## config.mk

```make
export PLATFORM = sky130hd
export DESIGN_NAME = llink_fourchan_top
export DESIGN_NICKNAME = d
export VERILOG_FILES = /design/src/logic/llink_data_pkg.sv /design/src/logic/llink_ctrl_pkg.sv /design/src/logic/llink_lane_if.sv /design/src/logic/llink_auto_sync.sv /design/src/logic/llink_phy_unpack.sv /design/src/logic/llink_chan_slot.sv /design/src/logic/llink_phy_pack.sv /design/src/logic/llink_fourchan_top.sv
export VERILOG_INCLUDE_DIRS = /design/src /design/src/logic
export SDC_FILE = /design/constraint.sdc
export NUM_CORES = 1
export LEC_CHECK = 0
export ABC_CLOCK_PERIOD_IN_PS = 2400
export BUFFER_PORTS_ARGS = -buffer_cell sky130_fd_sc_hd__buf_2
export CAP_MARGIN = 20
export CORE_AREA = 4 4 508 510
export CTS_BUF_LIST = sky130_fd_sc_hd__clkbuf_16
export CTS_CLUSTER_SIZE = 40
export DETAILED_ROUTE_END_ITERATION = 10
export DIE_AREA = 0 0 512 514
export HOLD_SLACK_MARGIN = 0.02
export PLACE_DENSITY_LB_ADDON = 0.12
export SLEW_MARGIN = 20
export SYNTH_ARGS = -nofsm -noshare
export SYNTH_HDL_FRONTEND = slang
export SYNTH_SLANG_ARGS = --single-unit
export TNS_END_PERCENT = 100
```

## constraint.sdc

```tcl
create_clock -name clk_wr -period 2.4 [get_ports clk_wr]
set_input_delay 0.6 -clock clk_wr [delete_from_list [all_inputs] [get_ports clk_wr]]
set_output_delay 0.6 -clock clk_wr [all_outputs]
set_load 0.01 [all_outputs]
```

## src/logic/llink_config.svh

```systemverilog
`ifndef LLINK_CONFIG_SVH
`define LLINK_CONFIG_SVH

////////////////////
// Channel layout
////////////////////

// Number of user channels over one PHY word
`define LLINK_CHAN_COUNT 4
// Payload bits per user channel
`define LLINK_CHAN_W 74

////////////////////
// PHY word layout
////////////////////

// One group per channel
`define LLINK_GROUP_W 80
// Four groups side by side
`define LLINK_PHY_W 320
// Marker user bits, one per group
`define LLINK_MRK_W 4
// Bit positions inside a group
`define LLINK_MRK_BIT 74
`define LLINK_STB_BIT 75

////////////////////
// Control and debug
////////////////////

// Online delay counters
`define LLINK_DELAY_W 16
// Sync state code width
`define LLINK_SYNC_W 2
// Debug word and its level bits
`define LLINK_DEBUG_W 32
`define LLINK_DBG_TX_BIT 19
`define LLINK_DBG_RX_BIT 18

`endif

```

## src/logic/llink_data_pkg.sv

```systemverilog
`include "llink_config.svh"

// Data path types shared by unpack, slots and pack
package llink_data_pkg;

  // One user channel word
  typedef logic [`LLINK_CHAN_W-1:0] chan_data_t;

  // One group of the PHY word
  // Data in the low bits, marker and strobe above
  typedef logic [`LLINK_GROUP_W-1:0] group_t;

  // Full PHY word, group 0 in the low bits
  typedef logic [`LLINK_PHY_W-1:0] phy_word_t;

  // Marker user bits, bit g goes to group g
  typedef logic [`LLINK_MRK_W-1:0] mrk_bits_t;

endpackage

```

## src/logic/llink_ctrl_pkg.sv

```systemverilog
`include "llink_config.svh"

// Control side types for the online delay logic
package llink_ctrl_pkg;

  // Programmable online delay count
  typedef logic [`LLINK_DELAY_W-1:0] delay_t;

  // Delay machine states
  // Code goes out on the low bits of the debug word
  typedef enum logic [`LLINK_SYNC_W-1:0] {
    SYNC_OFF     = 2'd0,
    SYNC_TX_WAIT = 2'd1,
    SYNC_RX_WAIT = 2'd2,
    SYNC_UP      = 2'd3
  } sync_state_t;

  // Debug status word
  typedef logic [`LLINK_DEBUG_W-1:0] debug_status_t;

endpackage

```

## src/logic/llink_lane_if.sv

```systemverilog
`timescale 1ns/1ps

// One lane between PHY unpack, channel slot and PHY pack
interface llink_lane_if ();

  // Receive data field sliced out of the PHY word
  llink_data_pkg::chan_data_t rx_field;
  // Delayed online levels, copied per lane
  logic                       rx_en;
  logic                       tx_en;
  // Transmit data field headed for the PHY word
  llink_data_pkg::chan_data_t tx_field;

  // Unpack side drives the receive field and both enables
  modport unpack_mp (
    output rx_field,
    output rx_en,
    output tx_en
  );

  // Slot consumes receive side, produces transmit field
  modport slot_mp (
    input  rx_field,
    input  rx_en,
    input  tx_en,
    output tx_field
  );

  // Pack only reads the transmit field
  modport pack_mp (
    input tx_field
  );

endinterface

```

## src/logic/llink_auto_sync.sv

```systemverilog
`timescale 1ns/1ps

module llink_auto_sync (
  input  logic                       clk_wr,
  input  logic                       arst_n,

  // Raw online levels
  input  logic                       tx_online,
  input  logic                       rx_online,

  // Programmable delays
  input  llink_ctrl_pkg::delay_t     delay_x_value,
  input  llink_ctrl_pkg::delay_t     delay_y_value,

  // User bits before gating
  input  llink_data_pkg::mrk_bits_t  tx_mrk_userbit,
  input  logic                       tx_stb_userbit,

  // Delayed online levels
  output logic                       tx_online_delay,
  output logic                       rx_online_delay,

  // Gated user bits for pack
  output llink_data_pkg::mrk_bits_t  tx_auto_mrk_userbit,
  output logic                       tx_auto_stb_userbit,

  output llink_ctrl_pkg::sync_state_t sync_state
);

  llink_ctrl_pkg::sync_state_t state_q, state_d;
  llink_ctrl_pkg::delay_t      cnt_q, cnt_d;
  // Set once rx side has seen both levels high
  logic                        rx_arm_q, rx_arm_d;

  ////////////////////
  // Delay machine
  ////////////////////

  always_comb begin
    state_d  = state_q;
    cnt_d    = cnt_q;
    rx_arm_d = rx_arm_q;
    // Losing tx drops everything on the next edge
    if (!tx_online) begin
      state_d  = llink_ctrl_pkg::SYNC_OFF;
      rx_arm_d = 1'b0;
    end else begin
      case (state_q)
        llink_ctrl_pkg::SYNC_OFF: begin
          // First high sample, start the tx count
          state_d = llink_ctrl_pkg::SYNC_TX_WAIT;
          cnt_d   = delay_x_value;
        end
        llink_ctrl_pkg::SYNC_TX_WAIT: begin
          if (cnt_q == '0) begin
            state_d  = llink_ctrl_pkg::SYNC_RX_WAIT;
            rx_arm_d = 1'b0;
          end else begin
            cnt_d = cnt_q - llink_ctrl_pkg::delay_t'(1);
          end
        end
        llink_ctrl_pkg::SYNC_RX_WAIT: begin
          if (!rx_online) begin
            rx_arm_d = 1'b0;
          end else if (!rx_arm_q) begin
            // First cycle with both high, load rx count
            rx_arm_d = 1'b1;
            cnt_d    = delay_y_value;
          end else if (cnt_q == '0) begin
            state_d = llink_ctrl_pkg::SYNC_UP;
          end else begin
            cnt_d = cnt_q - llink_ctrl_pkg::delay_t'(1);
          end
        end
        llink_ctrl_pkg::SYNC_UP: begin
          // Rx drop falls back, tx stays up
          if (!rx_online) begin
            state_d  = llink_ctrl_pkg::SYNC_RX_WAIT;
            rx_arm_d = 1'b0;
          end
        end
        default: state_d = llink_ctrl_pkg::SYNC_OFF;
      endcase
    end
  end

  always_ff @(posedge clk_wr or negedge arst_n) begin
    if (!arst_n) begin
      state_q  <= llink_ctrl_pkg::SYNC_OFF;
      cnt_q    <= '0;
      rx_arm_q <= 1'b0;
    end else begin
      state_q  <= state_d;
      cnt_q    <= cnt_d;
      rx_arm_q <= rx_arm_d;
    end
  end

  ////////////////////
  // Outputs
  ////////////////////

  // Levels straight from the state register
  assign tx_online_delay = (state_q == llink_ctrl_pkg::SYNC_RX_WAIT) ||
                           (state_q == llink_ctrl_pkg::SYNC_UP);
  assign rx_online_delay = (state_q == llink_ctrl_pkg::SYNC_UP);
  assign sync_state      = state_q;

  // Persistent marker and strobe, held while tx is up
  assign tx_auto_mrk_userbit = tx_online_delay ? tx_mrk_userbit : '0;
  assign tx_auto_stb_userbit = tx_online_delay & tx_stb_userbit;

endmodule

```

## src/logic/llink_phy_unpack.sv

```systemverilog
`timescale 1ns/1ps
`include "llink_config.svh"

module llink_phy_unpack (
  input  logic                      clk_wr,
  input  logic                      arst_n,

  // Received PHY word
  input  llink_data_pkg::phy_word_t rx_phy0,

  // Delayed online levels from auto sync
  input  logic                      tx_online_delay,
  input  logic                      rx_online_delay,

  // One lane per channel
  llink_lane_if.unpack_mp           lanes [`LLINK_CHAN_COUNT]
);

  llink_data_pkg::phy_word_t rx_phy_q;

  ////////////////////
  // Input register
  ////////////////////

  // First of the two receive stages
  always_ff @(posedge clk_wr or negedge arst_n) begin
    if (!arst_n) begin
      rx_phy_q <= '0;
    end else begin
      rx_phy_q <= rx_phy0;
    end
  end

  ////////////////////
  // Lane slicing
  ////////////////////

  for (genvar g = 0; g < `LLINK_CHAN_COUNT; g++) begin : g_lane
    llink_data_pkg::group_t rx_grp;

    // Group g sits at bit 80*g
    assign rx_grp = rx_phy_q[g*`LLINK_GROUP_W +: `LLINK_GROUP_W];

    // Data bits only
    // Marker and strobe in the received group are dropped here
    assign lanes[g].rx_field = rx_grp[`LLINK_CHAN_W-1:0];

    // Every lane follows the same online levels
    assign lanes[g].rx_en = rx_online_delay;
    assign lanes[g].tx_en = tx_online_delay;
  end

endmodule

```

## src/logic/llink_chan_slot.sv

```systemverilog
`timescale 1ns/1ps

module llink_chan_slot (
  input  logic                       clk_wr,
  input  logic                       arst_n,

  // Lane to unpack and pack
  llink_lane_if.slot_mp              lane,

  // User side of the channel
  input  llink_data_pkg::chan_data_t user_rx_data,
  output llink_data_pkg::chan_data_t user_tx_data
);

  llink_data_pkg::chan_data_t tx_field_q;

  ////////////////////
  // Receive direction
  ////////////////////

  // Second receive stage, forced to zero while rx is offline
  always_ff @(posedge clk_wr or negedge arst_n) begin
    if (!arst_n) begin
      user_tx_data <= '0;
    end else if (lane.rx_en) begin
      user_tx_data <= lane.rx_field;
    end else begin
      user_tx_data <= '0;
    end
  end

  ////////////////////
  // Transmit direction
  ////////////////////

  // First transmit stage, zero until tx is online
  always_ff @(posedge clk_wr or negedge arst_n) begin
    if (!arst_n) begin
      tx_field_q <= '0;
    end else if (lane.tx_en) begin
      tx_field_q <= user_rx_data;
    end else begin
      tx_field_q <= '0;
    end
  end

  // Handed to pack
  assign lane.tx_field = tx_field_q;

endmodule

```

## src/logic/llink_phy_pack.sv

```systemverilog
`timescale 1ns/1ps
`include "llink_config.svh"

module llink_phy_pack (
  input  logic                      clk_wr,
  input  logic                      arst_n,

  // Transmit fields from the slots
  llink_lane_if.pack_mp             lanes [`LLINK_CHAN_COUNT],

  // Gated user bits from auto sync
  input  llink_data_pkg::mrk_bits_t mrk_userbit,
  input  logic                      stb_userbit,

  // Transmitted PHY word
  output llink_data_pkg::phy_word_t tx_phy0
);

  llink_data_pkg::phy_word_t phy_next;

  ////////////////////
  // Group assembly
  ////////////////////

  for (genvar g = 0; g < `LLINK_CHAN_COUNT; g++) begin : g_grp
    llink_data_pkg::group_t tx_grp;

    always_comb begin
      // Upper pad bits stay zero
      tx_grp = '0;
      tx_grp[`LLINK_CHAN_W-1:0] = lanes[g].tx_field;
      tx_grp[`LLINK_MRK_BIT]    = mrk_userbit[g];
      // Strobe rides in group 0 only
      tx_grp[`LLINK_STB_BIT]    = (g == 0) ? stb_userbit : 1'b0;
    end

    assign phy_next[g*`LLINK_GROUP_W +: `LLINK_GROUP_W] = tx_grp;
  end

  ////////////////////
  // Output register
  ////////////////////

  // Last transmit stage
  // User bits see only this one
  always_ff @(posedge clk_wr or negedge arst_n) begin
    if (!arst_n) begin
      tx_phy0 <= '0;
    end else begin
      tx_phy0 <= phy_next;
    end
  end

endmodule

```

## src/logic/llink_fourchan_top.sv

```systemverilog
`timescale 1ns/1ps
`include "llink_config.svh"

module llink_fourchan_top (
  input  logic                          clk_wr,
  input  logic                          arst_n,

  // Online control
  input  logic                          tx_online,
  input  logic                          rx_online,
  input  llink_ctrl_pkg::delay_t        delay_x_value,
  input  llink_ctrl_pkg::delay_t        delay_y_value,

  // Transmit user bits
  input  llink_data_pkg::mrk_bits_t     tx_mrk_userbit,
  input  logic                          tx_stb_userbit,

  // PHY side
  input  llink_data_pkg::phy_word_t     rx_phy0,
  output llink_data_pkg::phy_word_t     tx_phy0,

  // User channels into the link
  input  llink_data_pkg::chan_data_t    ch0_rx_data,
  input  llink_data_pkg::chan_data_t    ch1_rx_data,
  input  llink_data_pkg::chan_data_t    ch2_rx_data,
  input  llink_data_pkg::chan_data_t    ch3_rx_data,

  // User channels out of the link
  output llink_data_pkg::chan_data_t    ch0_tx_data,
  output llink_data_pkg::chan_data_t    ch1_tx_data,
  output llink_data_pkg::chan_data_t    ch2_tx_data,
  output llink_data_pkg::chan_data_t    ch3_tx_data,

  output llink_ctrl_pkg::debug_status_t debug_status
);

  logic                        tx_online_delay;
  logic                        rx_online_delay;
  llink_data_pkg::mrk_bits_t   tx_auto_mrk_userbit;
  logic                        tx_auto_stb_userbit;
  llink_ctrl_pkg::sync_state_t sync_state;

  // Per channel user data, indexed for the slot loop
  llink_data_pkg::chan_data_t  user_rx [`LLINK_CHAN_COUNT];
  llink_data_pkg::chan_data_t  user_tx [`LLINK_CHAN_COUNT];

  llink_lane_if lane_bus [`LLINK_CHAN_COUNT] ();

  assign user_rx[0]  = ch0_rx_data;
  assign user_rx[1]  = ch1_rx_data;
  assign user_rx[2]  = ch2_rx_data;
  assign user_rx[3]  = ch3_rx_data;
  assign ch0_tx_data = user_tx[0];
  assign ch1_tx_data = user_tx[1];
  assign ch2_tx_data = user_tx[2];
  assign ch3_tx_data = user_tx[3];

  ////////////////////
  // Auto sync
  ////////////////////

  llink_auto_sync i_auto_sync (
    .clk_wr              (clk_wr),
    .arst_n              (arst_n),
    .tx_online           (tx_online),
    .rx_online           (rx_online),
    .delay_x_value       (delay_x_value),
    .delay_y_value       (delay_y_value),
    .tx_mrk_userbit      (tx_mrk_userbit),
    .tx_stb_userbit      (tx_stb_userbit),
    .tx_online_delay     (tx_online_delay),
    .rx_online_delay     (rx_online_delay),
    .tx_auto_mrk_userbit (tx_auto_mrk_userbit),
    .tx_auto_stb_userbit (tx_auto_stb_userbit),
    .sync_state          (sync_state)
  );

  // Debug word, both levels plus state code
  always_comb begin
    debug_status = '0;
    debug_status[`LLINK_DBG_TX_BIT]   = tx_online_delay;
    debug_status[`LLINK_DBG_RX_BIT]   = rx_online_delay;
    debug_status[`LLINK_SYNC_W-1:0]   = sync_state;
  end

  ////////////////////
  // Data path
  ////////////////////

  llink_phy_unpack i_phy_unpack (
    .clk_wr          (clk_wr),
    .arst_n          (arst_n),
    .rx_phy0         (rx_phy0),
    .tx_online_delay (tx_online_delay),
    .rx_online_delay (rx_online_delay),
    .lanes           (lane_bus)
  );

  // One slot per channel
  for (genvar g = 0; g < `LLINK_CHAN_COUNT; g++) begin : g_slot
    llink_chan_slot i_chan_slot (
      .clk_wr       (clk_wr),
      .arst_n       (arst_n),
      .lane         (lane_bus[g]),
      .user_rx_data (user_rx[g]),
      .user_tx_data (user_tx[g])
    );
  end

  llink_phy_pack i_phy_pack (
    .clk_wr      (clk_wr),
    .arst_n      (arst_n),
    .lanes       (lane_bus),
    .mrk_userbit (tx_auto_mrk_userbit),
    .stb_userbit (tx_auto_stb_userbit),
    .tx_phy0     (tx_phy0)
  );

endmodule

```

==> metrics.md <==
| Metric | Value |
|---|---|
| Status | `complete, but fails checks` |
| Failing checks | `negative setup slack` |
| Grt met1 use | `approximately an eighth` |
| Global Route met2 Usage | `18.1%` |
| Clock slew at the register clock pins of the worst setup and hold paths | `60 ps` |
| Vias in the first global route | `26,500` |
| Site row count | `185` |
| Placer Congestion | `0.780` |
| Final setup viols | `2` |
| Initial antenna violation count | `55` |
| Fin crit share | `105%` |
| Leak | `29.3 nW` |
| Switching power | `16.2 mW` |
| CTS sink cnt | `1,208` |
| Port bufs | `1,233` |
| Via count of the routed design | `23,400` |
| Comb pwr share | `17.4%` |
| I/O pin count | `1,305` |
| Die Area | `0.263 sq mm` |
| Setup TNS | `-197 ps` |
| Synth cell types | `60` |
| Post-synthesis cell count | `2,120` |
| CTS tree | `yes` |
| Final Hold Fails | `0` |
| Post-DP HPWL | `about 110,000 um` |
| Cell Int Power | `39.3 mW` |
| RSZ-0062 raised after global routing | `yes` |
| GR Overflow Total | `0` |
| Die height | `514 um` |
| Cell Area, Synth | `0.0358 sq mm` |
| Post-layout worst setup margin | `-113 ps` |
| Fillers | `27,300` |
| DR iter-0 viols | `1,156` |
| Fin Clk Skew | `58.5 ps` |
| Post-synth EDFFs | `0` |
| Crit path DAT | `1910 ps` |
| F_max | `398 MHz` |
| Fin nets | `4,737` |
| DR vias/cell | `3.08` |
| Core area | `0.253 sq mm` |
| Clock Latency Late Sink | `780 ps` |
| CP Data Required Time | `1800 ps` |
| Pin count of the biggest net entering global routing | `87` |
| Max-slew headroom | `62.0%` |
| Peak supply drop | `0.600 mV` |
| Root Buffer | `clkbuf_16` |
| All-Layer GR Usage | `11.0%` |
| Clock share of power | `approximately two fifths` |
| Htree depth | `4` |
| Slew Viols, Final | `0` |
| FF-to-FF setup slack | `270 ps` |
| Crit Path Class | `reg -> out` |
| Area grow syn2layout | `59.4%` |
| Async SR Flop Fraction | `between 90% and 100%` |
| Final WL | `148,000 um` |
| Die X | `512 um` |
| Starting density of the core | `14.1%` |
| Sequential cell area fraction in the yosys report | `84.4%` |
| Avg Inst Size Synth | `between 15 and 20 sq um` |
| GR peak layer | `met2` |
| Critical Path Start Type | `flip-flop` |
| CTS buffer count | `149` |
| Sw Ratio | `29.2%` |
| Register Area | `0.0302 sq mm` |
| Clk buf depth | `3` |
| # DRC | `0` |
| Period minus WS final | `2510 ps` |
| Area of the multi-input gates | `0.00510 sq mm` |
| Share of layout cells above drive strength 1 | `36.3%` |
| Wire per inst | `a little under 20 um` |
| Sequential Power Share | `43.9%` |
| Worst slew pin tran | `571 ps` |
| Hold/Removal Path Class | `in -> async` |
| Max-cap violations | `0` |
| Met3 usage | `5.51%` |
| Synth warn | `0` |
| Top_reg_cell synth | `dfrtp_1` |
| Power per cell area | `974 mW/mm^2` |
| Global-route wire length before repair | `208,000 um` |
| Pre-antenna DRT Iters | `6` |
| CP max FO | `3` |
| ANT nets after route | `0` |
| Crit. End Element | `primary output` |
| Total power | `55.6 mW` |
| Yosys reg bits | `1,208` |
[cell type report]
class | instances | share of cell area (%)
Antenna cell | 36 | 0.158
Timing Repair Buffer | 1884 | 22.4
Clock buffer | 151 | 6.62
Tap cell | 3366 | 7.38
Clock inverter | 119 | 1.56
Sequential cell | 1208 | 52.9
Multi-Input combinational cell | 824 | 8.93
Inverter | 8 | 0.0526
[cell usage in the layout, fill, tap and decap left out, drive strengths merged, types with 4 or more instances in the layout]
master,instances
buf,1313
dfrtp,1208
and2,602
dlygate4sd3,570
clkbuf,151
clkinv,66
inv,55
conb,47
diode,36
a21oi,21
nor2,19
nor3,17
nand2,15
o21ai,12
a211oi,7
nor4,7
nand3,6
bufinv,6
and3,6
or3,5
a221oi,5
ha,5
mux2i,4
nand2b,4
a31oi,4
[layer usage]
layer  share of wire, %  routed length (um)
met4                2.5                3660
met2                 47               70200
met5               0.14                 200
met1                 39               58000
met3                 11               16100
[flip-flops by register name, indices dropped and copies added (netlist names)]
name / flops
i_auto_sync.rx_arm_q: 1
i_phy_pack.tx_phy0: 301
g_slot.i_chan_slot.user_tx_data: 296
i_phy_unpack.rx_phy_q: 296
g_slot.i_chan_slot.lane.tx_field: 296
i_auto_sync.sync_state: 2
i_auto_sync.cnt_q: 16
[worst paths after layout]
| check | endpoint | cells past startpoint | start |
|---|---|---|---|
| setup / recovery | debug_status[19] | 4 | i_auto_sync.sync_state[0] |
| hold / removal | i_phy_unpack.rx_phy_q[246] | 2 | arst_n |
| setup reg to reg | g_slot[1].i_chan_slot.lane.tx_field[66] | 7 | i_auto_sync.sync_state[0] |
| hold reg to reg | i_phy_pack.tx_phy0[211] | 0 | g_slot[2].i_chan_slot.lane.tx_field[51] |
| max in group asynchronous | i_phy_unpack.rx_phy_q[299] | 3 | arst_n |
| min in group clk_wr | g_slot[1].i_chan_slot.lane.tx_field[11] | 2 | ch1_rx_data[11] |
[power groups by stage]
stage	Combinational [mW]	Sequential, mW	Clock [mW]
floorplan	2.95	25.3	0
global placement	9.26	24.8	0
detailed placement	9.19	24.8	0
CTS	10.1	24.5	22.6
global route	10.7	24.7	23.2
finish	9.69	24.4	21.5
[worst max-delay path, stage by stage, from the launching register on]
cell     delay [ps]
dfrtp_1         400
buf_6           130
ha_4            150
or2_4           300
buf_6           150
[cell families (layout without fill, tap and decap cells)]
kind of cell               after synthesis  after routing  share of synthesized area [%]
other                                    1             83                         0.0105
AOI/OAI and AO/OA                       68             68                           1.26
muxes                                    4              4                          0.112
DFF                                   1208           1208                           84.4
buffers and inverters                  134           2162                           1.92
xor gates and xnor gates                 2              2                         0.0489
and+or+nand+nor                        698            698                           12.1
adders and majority gates                5              5                          0.175
[cells in the mapped netlist, types with 2 or more instances]
cell	number	share of area (%)
a21oi_1	21	0.29
and2_1	601	10
buf_4	49	1.0
a31oi_1	4	0.070
o21ai_0	12	0.17
a221oi_1	4	0.098
clkbuf_1	75	0.79
nor2_1	19	0.20
dfrtp_1	1208	84
or3_1	5	0.087
nand2_1	14	0.15
nand3b_1	2	0.042
nand4_1	3	0.052
inv_1	7	0.073
o31a_1	2	0.049
a21o_1	3	0.063
or2_2	2	0.035
ha_1	5	0.17
a211oi_1	6	0.13
nor2b_1	3	0.052
and3_1	5	0.087
o22ai_1	2	0.035
nand2b_1	4	0.070
nor4_2	2	0.070
nor4_1	4	0.070
mux2i_1	4	0.11
nor3_1	16	0.22
nand3_1	6	0.084
[stage by stage]
stage                     instance area, sq um  cells  setup slack (ps)  util (%)  hold WS, ps
after global placement                   46500   6714               184      18.4          331
after floorplan                          36000   2166               316         -          304
after detailed placement                 46500   6714               197      18.4          335
after global routing                     57100   7588              -255      22.5         35.1
final                                    57100   7596              -113      22.5         88.9
after CTS                                57000   7558              -264      22.5         20.4
[timing repair]
item | 4_1_cts | 5_1_grt
cloned | 1 | 0
setup buffers | 6 | 1
hold endpoints to repair | 570 | 1
hold buffers | 569 | 1
setup endpoints to repair | 2 | 64
pin swaps | 1 | 2
resized for setup | 6 | 2
Power figures use the tool's default switching activity.
